==> src/logic/apuRegPkg.sv <==
// Register map, register field layouts and channel configuration of the pulse voice
`default_nettype none

package apuRegPkg;

	////////////////////////////////////////
	// CPU register addresses, low byte only
	localparam logic [7:0] regAddrNr21 = 8'h16; // Duty and length load
	localparam logic [7:0] regAddrNr22 = 8'h17; // Volume envelope
	localparam logic [7:0] regAddrNr23 = 8'h18; // Frequency low byte
	localparam logic [7:0] regAddrNr24 = 8'h19; // Trigger, timed mode, frequency high

	// Duty waveforms over 8 steps, bit n is step n
	// High for 1, 2, 4 and 6 steps
	localparam logic [3:0][7:0] dutyTable = {
		8'b0111_1110, // Duty 3, 75%
		8'b1000_0111, // Duty 2, 50%
		8'b1000_0001, // Duty 1, 25%
		8'b0000_0001  // Duty 0, 12.5%
	};

	////////////////////////////////////////
	// Register field layouts as the CPU writes them
	typedef struct packed {
		logic [1:0] duty;       // Waveform select
		logic [5:0] lengthLoad; // Length is 64 minus this
	} nr21Fields;

	typedef struct packed {
		logic [3:0] initVolume; // Volume loaded on trigger
		logic       envUp;      // 1 steps up, 0 steps down
		logic [2:0] envPeriod;  // Envelope ticks per step, 0 freezes
	} nr22Fields;

	typedef struct packed {
		logic       trigger;   // Restart the channel
		logic       timedMode; // Stop when the length counter expires
		logic [2:0] unused;
		logic [2:0] freqHigh;  // Frequency bits 10..8
	} nr24Fields;

	// Stored channel configuration, fed to both execute blocks
	typedef struct packed {
		logic [1:0]  duty;
		logic [5:0]  lengthLoad;
		logic        timedMode;
		logic [3:0]  initVolume;
		logic        envUp;
		logic [2:0]  envPeriod;
		logic [10:0] frequency;
	} chanConfig;

	// Plain CPU write, valid for the cycle the strobe is high
	typedef struct packed {
		logic       strobe;
		logic [7:0] addr;
		logic [7:0] data;
	} cpuWrite;

endpackage

`default_nettype wire

==> src/logic/apuTimingPkg.sv <==
// Clock dividers, counter bases and tick strobes that pace the pulse voice from the CPU clock
`default_nettype none

package apuTimingPkg;

	////////////////////////////////////////
	// Dividers in iClock cycles, powers of two
	localparam int toneDivider     = 32;    // Frequency timer rate
	localparam int lengthDivider   = 16384; // Length counter rate
	localparam int envelopeDivider = 65536; // Envelope step rate

	// Frame counter wraps at the slowest divider
	localparam int seqWidth = $clog2(envelopeDivider);

	////////////////////////////////////////
	// Counter bases
	localparam logic [11:0] freqTimerBase = 12'd2048; // Step length is base minus frequency
	localparam logic [6:0]  lengthBase    = 7'd64;    // Length count is base minus load

	// Output level at silence, midpoint of the 0..30 range
	localparam logic [4:0] levelCenter = 5'd15;

	// One-cycle tick strobes from the frame sequencer
	typedef struct packed {
		logic toneTick;
		logic lengthTick;
		logic envelopeTick;
	} apuTicks;

endpackage

`default_nettype wire

==> src/logic/soundRegDecode.sv <==
// Register decode, stores CPU byte writes as the channel configuration and pulses trigger
`timescale 1ns/100ps
`default_nettype none

module soundRegDecode (
	input  wire logic                iClock,
	input  wire logic                arstN,
	input  wire apuRegPkg::cpuWrite  cpuBus,        // Write strobe, address, data
	output apuRegPkg::chanConfig     channelConfig, // Stored register fields
	output logic                     trigger        // One cycle after NR24 bit 7 write
);

	apuRegPkg::nr21Fields nr21; // Field views of the write data
	apuRegPkg::nr22Fields nr22;
	apuRegPkg::nr24Fields nr24;
	logic wrNr21, wrNr22, wrNr23, wrNr24; // Address hits with strobe

	assign nr21 = cpuBus.data;
	assign nr22 = cpuBus.data;
	assign nr24 = cpuBus.data;

	assign wrNr21 = cpuBus.strobe && (cpuBus.addr == apuRegPkg::regAddrNr21);
	assign wrNr22 = cpuBus.strobe && (cpuBus.addr == apuRegPkg::regAddrNr22);
	assign wrNr23 = cpuBus.strobe && (cpuBus.addr == apuRegPkg::regAddrNr23);
	assign wrNr24 = cpuBus.strobe && (cpuBus.addr == apuRegPkg::regAddrNr24);

	////////////////////////////////////////
	// Register fields, other addresses fall through
	always_ff @(posedge iClock or negedge arstN) begin
		if (!arstN) begin
			channelConfig <= '0;
			trigger       <= 1'b0;
		end else begin
			trigger <= wrNr24 && nr24.trigger; // Same edge as the config update
			if (wrNr21) begin
				channelConfig.duty       <= nr21.duty;
				channelConfig.lengthLoad <= nr21.lengthLoad;
			end
			if (wrNr22) begin
				channelConfig.initVolume <= nr22.initVolume;
				channelConfig.envUp      <= nr22.envUp;
				channelConfig.envPeriod  <= nr22.envPeriod;
			end
			if (wrNr23)
				channelConfig.frequency[7:0] <= cpuBus.data; // Low frequency byte
			if (wrNr24) begin
				channelConfig.frequency[10:8] <= nr24.freqHigh;
				channelConfig.timedMode       <= nr24.timedMode;
			end
		end
	end

endmodule

`default_nettype wire

==> src/logic/frameSequencer.sv <==
// Frame sequencer, divides the CPU clock into tone, length and envelope tick strobes
`timescale 1ns/100ps
`default_nettype none

module frameSequencer (
	input  wire logic            iClock,
	input  wire logic            arstN,
	output apuTimingPkg::apuTicks ticks // One-cycle strobes
);

	logic [apuTimingPkg::seqWidth-1:0] seqCount; // Free-running frame counter
	logic toneHit, lengthHit, envelopeHit;       // Counter at last cycle of a period

	// Dividers are powers of two, so a period ends when the low bits are all ones
	assign toneHit     = &seqCount[$clog2(apuTimingPkg::toneDivider)-1:0];
	assign lengthHit   = &seqCount[$clog2(apuTimingPkg::lengthDivider)-1:0];
	assign envelopeHit = &seqCount[$clog2(apuTimingPkg::envelopeDivider)-1:0];

	////////////////////////////////////////
	// Counter and registered strobes
	always_ff @(posedge iClock or negedge arstN) begin
		if (!arstN) begin
			seqCount <= '0;
			ticks    <= '0; // No ticks until the first period ends
		end else begin
			seqCount           <= seqCount + 1'b1; // Wraps at envelopeDivider
			ticks.toneTick     <= toneHit;     // High while count is a multiple of 32
			ticks.lengthTick   <= lengthHit;
			ticks.envelopeTick <= envelopeHit;
		end
	end

endmodule

`default_nettype wire

==> src/logic/pulseWaveGen.sv <==
// Square wave generator, frequency timer, duty sequencer and length counter of the pulse voice
`timescale 1ns/100ps
`default_nettype none

module pulseWaveGen (
	input  wire logic                  iClock,
	input  wire logic                  arstN,
	input  wire apuRegPkg::chanConfig  channelConfig,
	input  wire logic                  trigger,   // Restart pulse from decode
	input  wire apuTimingPkg::apuTicks ticks,
	output logic                       waveHigh,  // Current duty pattern bit
	output logic                       channelOn  // Cleared by length expiry
);

	logic [11:0] freqTimer;   // Tone ticks left in the current step
	logic [11:0] freqReload;  // 2048 minus frequency, 1..2048
	logic [2:0]  dutyStep;    // Position in the 8-step pattern
	logic [6:0]  lengthCount; // Length ticks left, 0 when idle

	assign freqReload = apuTimingPkg::freqTimerBase - {1'b0, channelConfig.frequency};

	////////////////////////////////////////
	// Frequency timer and duty step
	always_ff @(posedge iClock or negedge arstN) begin
		if (!arstN) begin
			freqTimer <= '0;
			dutyStep  <= '0;
		end else if (trigger) begin
			freqTimer <= freqReload; // Restart the step
			dutyStep  <= '0;
		end else if (ticks.toneTick) begin
			if (freqTimer <= 12'd1) begin // Last tone tick of this step
				freqTimer <= freqReload;
				dutyStep  <= dutyStep + 1'b1; // Wraps after 8 steps
			end else begin
				freqTimer <= freqTimer - 1'b1;
			end
		end
	end

	// Pattern lookup, gated later by channelOn
	assign waveHigh = apuRegPkg::dutyTable[channelConfig.duty][dutyStep];

	////////////////////////////////////////
	// Length counter and channel enable
	always_ff @(posedge iClock or negedge arstN) begin
		if (!arstN) begin
			channelOn   <= 1'b0;
			lengthCount <= '0;
		end else if (trigger) begin
			channelOn   <= 1'b1;
			lengthCount <= apuTimingPkg::lengthBase - {1'b0, channelConfig.lengthLoad};
		end else if (ticks.lengthTick && (lengthCount != '0)) begin
			lengthCount <= lengthCount - 1'b1; // Stops at zero
			// Expiry only silences in timed mode, stays off until the next trigger
			if ((lengthCount == 7'd1) && channelConfig.timedMode)
				channelOn <= 1'b0;
		end
	end

endmodule

`default_nettype wire

==> src/logic/volumeEnvelope.sv <==
// Volume envelope, steps the channel volume up or down once per envelope period
`timescale 1ns/100ps
`default_nettype none

module volumeEnvelope (
	input  wire logic                 iClock,
	input  wire logic                 arstN,
	input  wire apuRegPkg::chanConfig channelConfig,
	input  wire logic                 trigger,      // Reload volume and period
	input  wire logic                 envelopeTick, // From the frame sequencer
	output logic [3:0]                volume
);

	logic [2:0] periodCount; // Envelope ticks left before the next step
	logic       stepDue;     // This tick ends the period
	logic [3:0] nextVolume;  // Saturated step result

	assign stepDue = envelopeTick && (channelConfig.envPeriod != 3'd0) && (periodCount <= 3'd1);

	// Saturating step, holds at 15 going up and at 0 going down
	always_comb begin
		nextVolume = volume;
		if (channelConfig.envUp) begin
			if (volume != 4'hF)
				nextVolume = volume + 1'b1;
		end else begin
			if (volume != 4'h0)
				nextVolume = volume - 1'b1;
		end
	end

	////////////////////////////////////////
	// Period counter and volume register
	always_ff @(posedge iClock or negedge arstN) begin
		if (!arstN) begin
			volume      <= '0;
			periodCount <= '0;
		end else if (trigger) begin
			volume      <= channelConfig.initVolume; // Start level
			periodCount <= channelConfig.envPeriod;
		end else if (stepDue) begin
			volume      <= nextVolume;
			periodCount <= channelConfig.envPeriod; // Next period
		end else if (envelopeTick && (channelConfig.envPeriod != 3'd0)) begin
			periodCount <= periodCount - 1'b1;
		end
		// Period 0 leaves volume frozen
	end

endmodule

`default_nettype wire

==> src/logic/channelOutput.sv <==
// Output stage, registers the level centred on 15 and the channel-active status
`timescale 1ns/100ps
`default_nettype none

module channelOutput (
	input  wire logic       iClock,
	input  wire logic       arstN,
	input  wire logic       waveHigh,  // Duty pattern bit
	input  wire logic       channelOn, // From the length logic
	input  wire logic [3:0] volume,    // Envelope amplitude
	output logic [4:0]      level,     // 0..30, 15 at silence
	output logic            active
);

	logic [4:0] nextLevel; // Mapped level before the register

	////////////////////////////////////////
	// Centred mapping
	always_comb begin
		if (!channelOn)
			nextLevel = apuTimingPkg::levelCenter; // Silent
		else if (waveHigh)
			nextLevel = apuTimingPkg::levelCenter + {1'b0, volume}; // Up to 30
		else
			nextLevel = apuTimingPkg::levelCenter - {1'b0, volume}; // Down to 0
	end

	always_ff @(posedge iClock or negedge arstN) begin
		if (!arstN) begin
			level  <= apuTimingPkg::levelCenter;
			active <= 1'b0;
		end else begin
			level  <= nextLevel;
			active <= channelOn; // Aligned with level
		end
	end

endmodule

`default_nettype wire

==> src/logic/soundChannel2Top.sv <==
// Pulse voice top level, joins register decode, frame timing, wave, envelope and output
`timescale 1ns/100ps
`default_nettype none

module soundChannel2Top (
	input  wire logic               iClock,
	input  wire logic               arstN,
	input  wire apuRegPkg::cpuWrite cpuBus, // CPU register writes
	output logic [4:0]              level,  // Continuous output level
	output logic                    active  // Channel status
);

	apuRegPkg::chanConfig  chanCfg;   // Stored configuration
	logic                  trigger;   // Restart pulse
	apuTimingPkg::apuTicks ticks;     // Frame strobes
	logic                  waveHigh;
	logic                  channelOn;
	logic [3:0]            volume;

	////////////////////////////////////////
	// Decode and timing
	soundRegDecode uDecode (
		.iClock        (iClock),
		.arstN         (arstN),
		.cpuBus        (cpuBus),
		.channelConfig (chanCfg),
		.trigger       (trigger)
	);

	frameSequencer uSequencer (
		.iClock (iClock),
		.arstN  (arstN),
		.ticks  (ticks)
	);

	////////////////////////////////////////
	// Execute blocks
	pulseWaveGen uWave (
		.iClock        (iClock),
		.arstN         (arstN),
		.channelConfig (chanCfg),
		.trigger       (trigger),
		.ticks         (ticks),
		.waveHigh      (waveHigh),
		.channelOn     (channelOn)
	);

	volumeEnvelope uEnvelope (
		.iClock        (iClock),
		.arstN         (arstN),
		.channelConfig (chanCfg),
		.trigger       (trigger),
		.envelopeTick  (ticks.envelopeTick),
		.volume        (volume)
	);

	// Result stage
	channelOutput uOutput (
		.iClock    (iClock),
		.arstN     (arstN),
		.waveHigh  (waveHigh),
		.channelOn (channelOn),
		.volume    (volume),
		.level     (level),
		.active    (active)
	);

endmodule

`default_nettype wire

==> config.mk <==
export PLATFORM = sky130hd
export DESIGN_NAME = soundChannel2Top
export DESIGN_NICKNAME = d
export VERILOG_FILES = /design/src/logic/apuRegPkg.sv /design/src/logic/apuTimingPkg.sv /design/src/logic/soundRegDecode.sv /design/src/logic/frameSequencer.sv /design/src/logic/pulseWaveGen.sv /design/src/logic/volumeEnvelope.sv /design/src/logic/channelOutput.sv /design/src/logic/soundChannel2Top.sv
export SDC_FILE = /design/constraint.sdc
export NUM_CORES = 1
export LEC_CHECK = 0
export BUFFER_PORTS_ARGS = -buffer_cell sky130_fd_sc_hd__buf_2
export CAP_MARGIN = 20
export CORE_MARGIN = 3
export CORE_UTILIZATION = 55
export CTS_BUF_LIST = sky130_fd_sc_hd__clkbuf_4
export DETAILED_ROUTE_END_ITERATION = 12
export PLACE_DENSITY_LB_ADDON = 0.08
export RECOVER_POWER = 50
export SETUP_SLACK_MARGIN = 0.2
export SLEW_MARGIN = 20
export SYNTH_ARGS = -nofsm -noshare
export SYNTH_HDL_FRONTEND = slang
export SYNTH_SLANG_ARGS = --single-unit
export TNS_END_PERCENT = 10
==> constraint.sdc <==
create_clock -name iClock -period 1.9 [get_ports iClock]
set_input_delay 0.19 -clock iClock [delete_from_list [all_inputs] [get_ports iClock]]
set_output_delay 0.19 -clock iClock [all_outputs]
set_load 0.005 [all_outputs]
[After elaboration in Yosys (flattened, before gate mapping)]
Index checks and enable logic that the tools add are counted.
Word-level totals
  bits in registers: 84
  output and inout port bits: 6
Cells by class
  $add $sub $neg: 11
  magnitude comparators: 4
  equal/unequal tests: 7
  muxes and demuxes: 25
  reductions and logical operators: 25
Operators with widths (number)
  12-bit 2-to-1 mux: 3
  8-bit by 5-bit equality test with 1-bit output (second input constant): 4
  4-bit 2-to-1 mux: 5
  3-bit 2-to-1 mux: 6
  16-bit by 1-bit adder with 16-bit output (second input constant): 1
  8-bit binary-select mux with 2-bit select: 1
  16-bit AND reduction: 1
  7-bit 2-to-1 mux: 2
  14-bit AND reduction: 1
  12-bit by 1-bit <= comparator with 1-bit output (second input constant): 1
  12-bit by 1-bit subtractor with 12-bit output (second input constant): 1
  12-bit by 11-bit subtractor with 12-bit output (first input constant): 1
  5-bit 2-to-1 mux: 2
  2-bit nonzero test: 5
  1-bit logical AND: 9
  3-bit nonzero test: 3
  8-bit 2-to-1 mux: 1
  7-bit by 1-bit equality test with 1-bit output (second input constant): 1
  7-bit nonzero test: 1
  7-bit by 1-bit subtractor with 7-bit output (second input constant): 1
  7-bit by 6-bit subtractor with 7-bit output (first input constant): 1
  4-bit by 4-bit adder with 5-bit output (first input constant): 1
  5-bit AND reduction: 1
  4-bit by 4-bit subtractor with 5-bit output (first input constant): 1
  other kinds (14): 18

[Logic depth before layout (Yosys ltp)]
  depth after elaboration: 6
  gate-level depth with buffers: 8

[By module]
Synthesis repeated with hierarchy kept, for this count alone.
Second synthesis, totals
  cell total of the unflattened synthesis: 410
  area total of the unflattened synthesis: 4481.8 um2
By module, submodules not included
  pulseWaveGen: times used 1, cells each 199, area an instance 1704.1 um2, seq. area each 575.6 um2
  soundRegDecode: times used 1, cells each 68, area an instance 1172.4 um2, seq. area each 725.7 um2
  frameSequencer: times used 1, cells each 63, area an instance 793.3 um2, seq. area each 475.5 um2
  volumeEnvelope: times used 1, cells each 58, area an instance 564.3 um2, seq. area each 175.2 um2
  channelOutput: times used 1, cells each 22, area an instance 247.7 um2, seq. area each 155.1 um2

[Worst setup path before layout]
Ideal clock, no wire load.
  path kind: register to register
  from: register uWave.freqTimer[6]
  to: register uWave.dutyStep[2]
  setup time: 78 ps
  arrival: 1997 ps
  required time: 1822 ps
  slack: -175 ps
  stages on the path, launching flop included: 7
  cells stage by stage: dfrtp_1 or3_4 or4b_4 o21a_1 buf_6 or3_1 a21oi_1
Between the ends
  longest elaborated chain between the ends: 3
Ends and longest elaborated chain
  start, declared: RTL line pulseWaveGen.sv:15  | logic [11:0] freqTimer;
  start signal, assigned: RTL line pulseWaveGen.sv:29  | freqTimer <= freqReload;
  start signal, assigned: RTL line pulseWaveGen.sv:33  | freqTimer <= freqReload;
  start signal, assigned: RTL line pulseWaveGen.sv:36  | freqTimer <= freqTimer - 1'b1;
  12-bit by 1-bit <= comparator with 1-bit output: RTL line pulseWaveGen.sv:32  | if (freqTimer <= 12'd1) begin
  2-bit nonzero test (no line)
  2-bit AND reduction (no line)
  end signal, assigned: RTL line pulseWaveGen.sv:34  | dutyStep <= dutyStep + 1'b1;
  end, declared: RTL line pulseWaveGen.sv:17  | logic [2:0] dutyStep;
No other way between the ends.
A chain may end at the register's enable or synchronous reset.

[Worst setup path after layout]
Same ends and word-level chain as after synthesis.

==> qor.yml <==
sta:
  fin_crit_ns: 2.009
  rsz0062_at_grt: "true"
  tightest_slew_ns: 0.8213
  fmax_ghz: 0.4977
  finalSetupViolCount: 9
  clock_skew_ns: 0.01565
  finalCritPeriodShare_pct: 105.7
  worst_hold_slack_ns: 0.01728
  slew_violations: 0
  layout_setup_ws_ns: -0.1092
  relSlewSlack_pct: 45.24
  finalHoldViolations: 0
logic_synthesis:
  synthFlopType: "dfrtp_1"
  synth_seq_cells: 84
  synth.distinct_cells: 53
  ys.warnings.count: 0
  synthCells: 410
  ys_seq_area_share_pct: 49.07
  synth_fp_nets: 447
  synth_edf_count: 0
  synthArstFlopShare_pct: 100.0
  synth.avg_cell_area_um2: 10.47
  syn_area_um2: 4294
cells_and_area:
  areaGrowthSynthToFinish_pct: 18.97
  antenna_cells: 0
  drive_gt1_share_pct: 30.21
  fin_area_um2: 5109
  final_cells: 579
  final_common_cell: "dfrtp_1"
  final_cell_mix: "dfrtp_1 (78), nand2_1 (36), buf_4 (35)"
  multiInputGateArea_um2: 2240
  nets: 512
  utilization_pct: 68.96
  nFillCells: 558
  ff_latch_area_um2: 2110
clock_network:
  clock-sinks: 84
  cts.clk_slew.worst_paths_ns: 0.14
  cts_max_level: 3
  max-clock-path-buffers: 2
  post_cts_buffers: 0
  cts_buffers: 9
  clock_latency_ns: 0.43
  cts_tree: "done"
  cts_root_buffer: "clkbuf_4"
floorplanning:
  fp.dieH_um: 94.36
  initial_core_util_pct: 57.96
  io_pins: 25
  coreArea_um2: 7408
  die-area_um2: 8904
  fp.dieW_um: 94.36
  rows: 31
placed_design:
  place_hpwl_um: 6568
  placed_area_um2: 4805
  io_buffers: 24
  place_congestion: 0.9133
  dp.cells: 562
power:
  total_power_mw: 3.540
  seqPwrFrac_pct: 56.6
  p_sw_share_pct: 27.45
  p_int_mw: 2.568
  power.density_nw_per_um2: 692.9
  power_frac_comb_pct: 14.5
  leakagePower_nw: 2.393
  clockPowerShare_pct: 28.9
  irDropWorstVdd_v: 0.0005296
  p_sw_mw: 0.9717
route:
  first_pass_iters: 4
  ant_nets: 0
  route.detailed.drc: 0
  wl_per_cell_um: 15.42
  num_vias: 3269
  finalWirelength_um: 8928
  routed_via_density: 5.646
  drt_iter0_markers: 171
critical_path:
  required_ns: 2.25
  cp_common_cell: "or3_4"
  crit_family: "simple AND/OR/NAND/NOR gates"
  worstPathCellList: "or3_4 > or4b_4 > o21a_1 > or3_4 > a21oi_2"
  critPathCaptureType: "flip-flop"
  start_kind: "flip-flop"
  critPathMaxStageDelay_ns: 0.50
  worst-path-buf-inv: 0
  crit_type: "flip-flop to flip-flop"
  r2r-start: "uWave.freqTimer[6]$_DFFE_PN0P_"
  worstSetupStartpoint: "uWave.freqTimer[6]$_DFFE_PN0P_"
  slowest_stage: "or4b_4"
  cp_data_arrival_time_ns: 2.36
  cp_max_fo: 4
grt:
  grt_pass1_wl_um: 15300
  grt_max_degree: 34
  gr-total-overflow: 0
  grt_pass1_vias: 3225
  grt.total_usage_pct: 22.21
  antenna_found_initial: 0
job:
  maxCapViolations: 0
outcome:
  status: "complete, but fails checks"
  violations: "setup timing"
min_path:
  hold_path_class: "primary input to flip-flop"
  min_from: "cpuBus[3]"
## synth_stat cells, types with 2 or more instances
cell       n  area, um^2
dfrtp_1   80        2002
nand2_1   36       135.1
mux2_2    25       281.5
nor2_1    24       90.09
inv_1     23       86.33
a21oi_1   20       100.1
xnor2_1   20       175.2
o21ai_0   18       90.09
ha_1      17       212.7
nand3_1   16       80.08
xor2_1    13       113.9
nor3_1    12       60.06
nor4_1     9       56.30
clkbuf_1   8       30.03
mux2i_1    7       70.07
or3_1      6       37.54
nand4_1    5       31.28
a21o_1     4       30.03
a31oi_1    4       25.02
and3_1     4       25.02
dfstp_2    4       105.1
o311ai_0   4       35.03
a211oi_1   3       22.52
and2_1     3       18.77
o211ai_1   3       22.52
o21a_1     3       22.52
o22a_1     3       26.28
o22ai_1    3       18.77
a22oi_1    2       15.01
and3b_1    2       17.52
nand4b_1   2       17.52
nor2b_1    2       12.51
nor3b_1    2       15.01
nor4b_1    2       17.52
o221ai_1   2       17.52
o31ai_1    2       15.01
## logic make-up after synthesis
group / Yosys count / synth area share, %
AND/OR/NAND/NOR: 135 / 16.43
flip-flops: 84 / 49.07
AO/OA/AOI/OAI: 76 / 11.19
XOR/XNOR: 33 / 6.731
buffers and inverters: 32 / 2.972
multiplexers: 32 / 8.188
adder cells (fa/ha/maj): 18 / 5.420
## repair_timing
item	4_1_cts	5_1_grt
hold buffers	1	0
pin swaps	8	6
gates resized for setup	19	21
setup endpoints to repair	22	32
endpoints found under the hold margin	28	0
## stage by stage
step	setup WS, ns	setup TNS (ns)
after global placement	-0.05449	-0.1239
after floorplan	-0.1747	-0.1803
after CTS	-0.09781	-0.3205
after detailed placement	-0.06921	-0.2083
final	-0.1092	-0.3427
after global routing	-0.1836	-1.329
## power groups by stage
stage	sequential, mW	clock, mW	combinational, mW
detailed placement	2.02	0	0.477
global placement	2.02	0	0.468
floorplan	2.01	0	0.258
global route	2.02	1.12	0.577
CTS	2.00	1.05	0.497
finish	2.00	1.02	0.513
## layout make-up
| cell class | count | share of cell area, % |
|---|---|---|
| Clock inverter | 5 | 1.029 |
| Sequential cell | 84 | 41.29 |
| Timing Repair Buffer | 63 | 8.107 |
| Clock buffer | 11 | 1.616 |
| Tap cell | 99 | 2.425 |
| Inverter | 23 | 1.690 |
| Multi-Input combinational cell | 294 | 43.84 |
## per-layer routing
layer  global-route usage, %  up-vias  part of all wire, %
met2                   36.29       68                   48
met4                   9.868        0                  2.6
met3                   3.347       20                  4.0
met5                       0        -                    0
li1                        -     1603                    -
met1                   29.42     1578                   46
## worst paths after layout
kind / endpoint / slack (ns) / cells after the start
min reg2reg: uSequencer.seqCount[13]$_DFF_PN0_ / 0.47 / 1
max: uWave.dutyStep[2]$_DFFE_PN0P_ / -0.11 / 5
max in group asynchronous: uDecode.channelConfig[14]$_DFFE_PN0P_ / 0.28 / 3
min: uDecode.channelConfig[23]$_DFFE_PN0P_ / 0.02 / 2
max reg2reg: uWave.dutyStep[2]$_DFFE_PN0P_ / -0.11 / 5
min in group asynchronous: uEnvelope.volume[1]$_DFFE_PN0P_ / 0.32 / 2
## sequential cells by signal, summed over array words and instances, names as in the netlist
| name | count |
|---|---|
| uEnvelope.periodCount | 3 |
| uOutput.active | 1 |
| uWave.lengthCount | 7 |
| uDecode.channelConfig | 28 |
| uDecode.trigger | 1 |
| uEnvelope.volume | 4 |
| uWave.freqTimer | 12 |
| uWave.channelOn | 1 |
| uSequencer.ticks | 3 |
| uWave.dutyStep | 3 |
| uSequencer.seqCount | 16 |
| uOutput.level | 5 |
## worst reg2reg max path, delay by kind of cell (launching register included)
kind	cells	cell delay, ns
AND/OR/NAND/NOR	3	1.23
flip-flops	1	0.40
AO/OA/AOI/OAI	2	0.33
(Power assumes the default switching activity.)
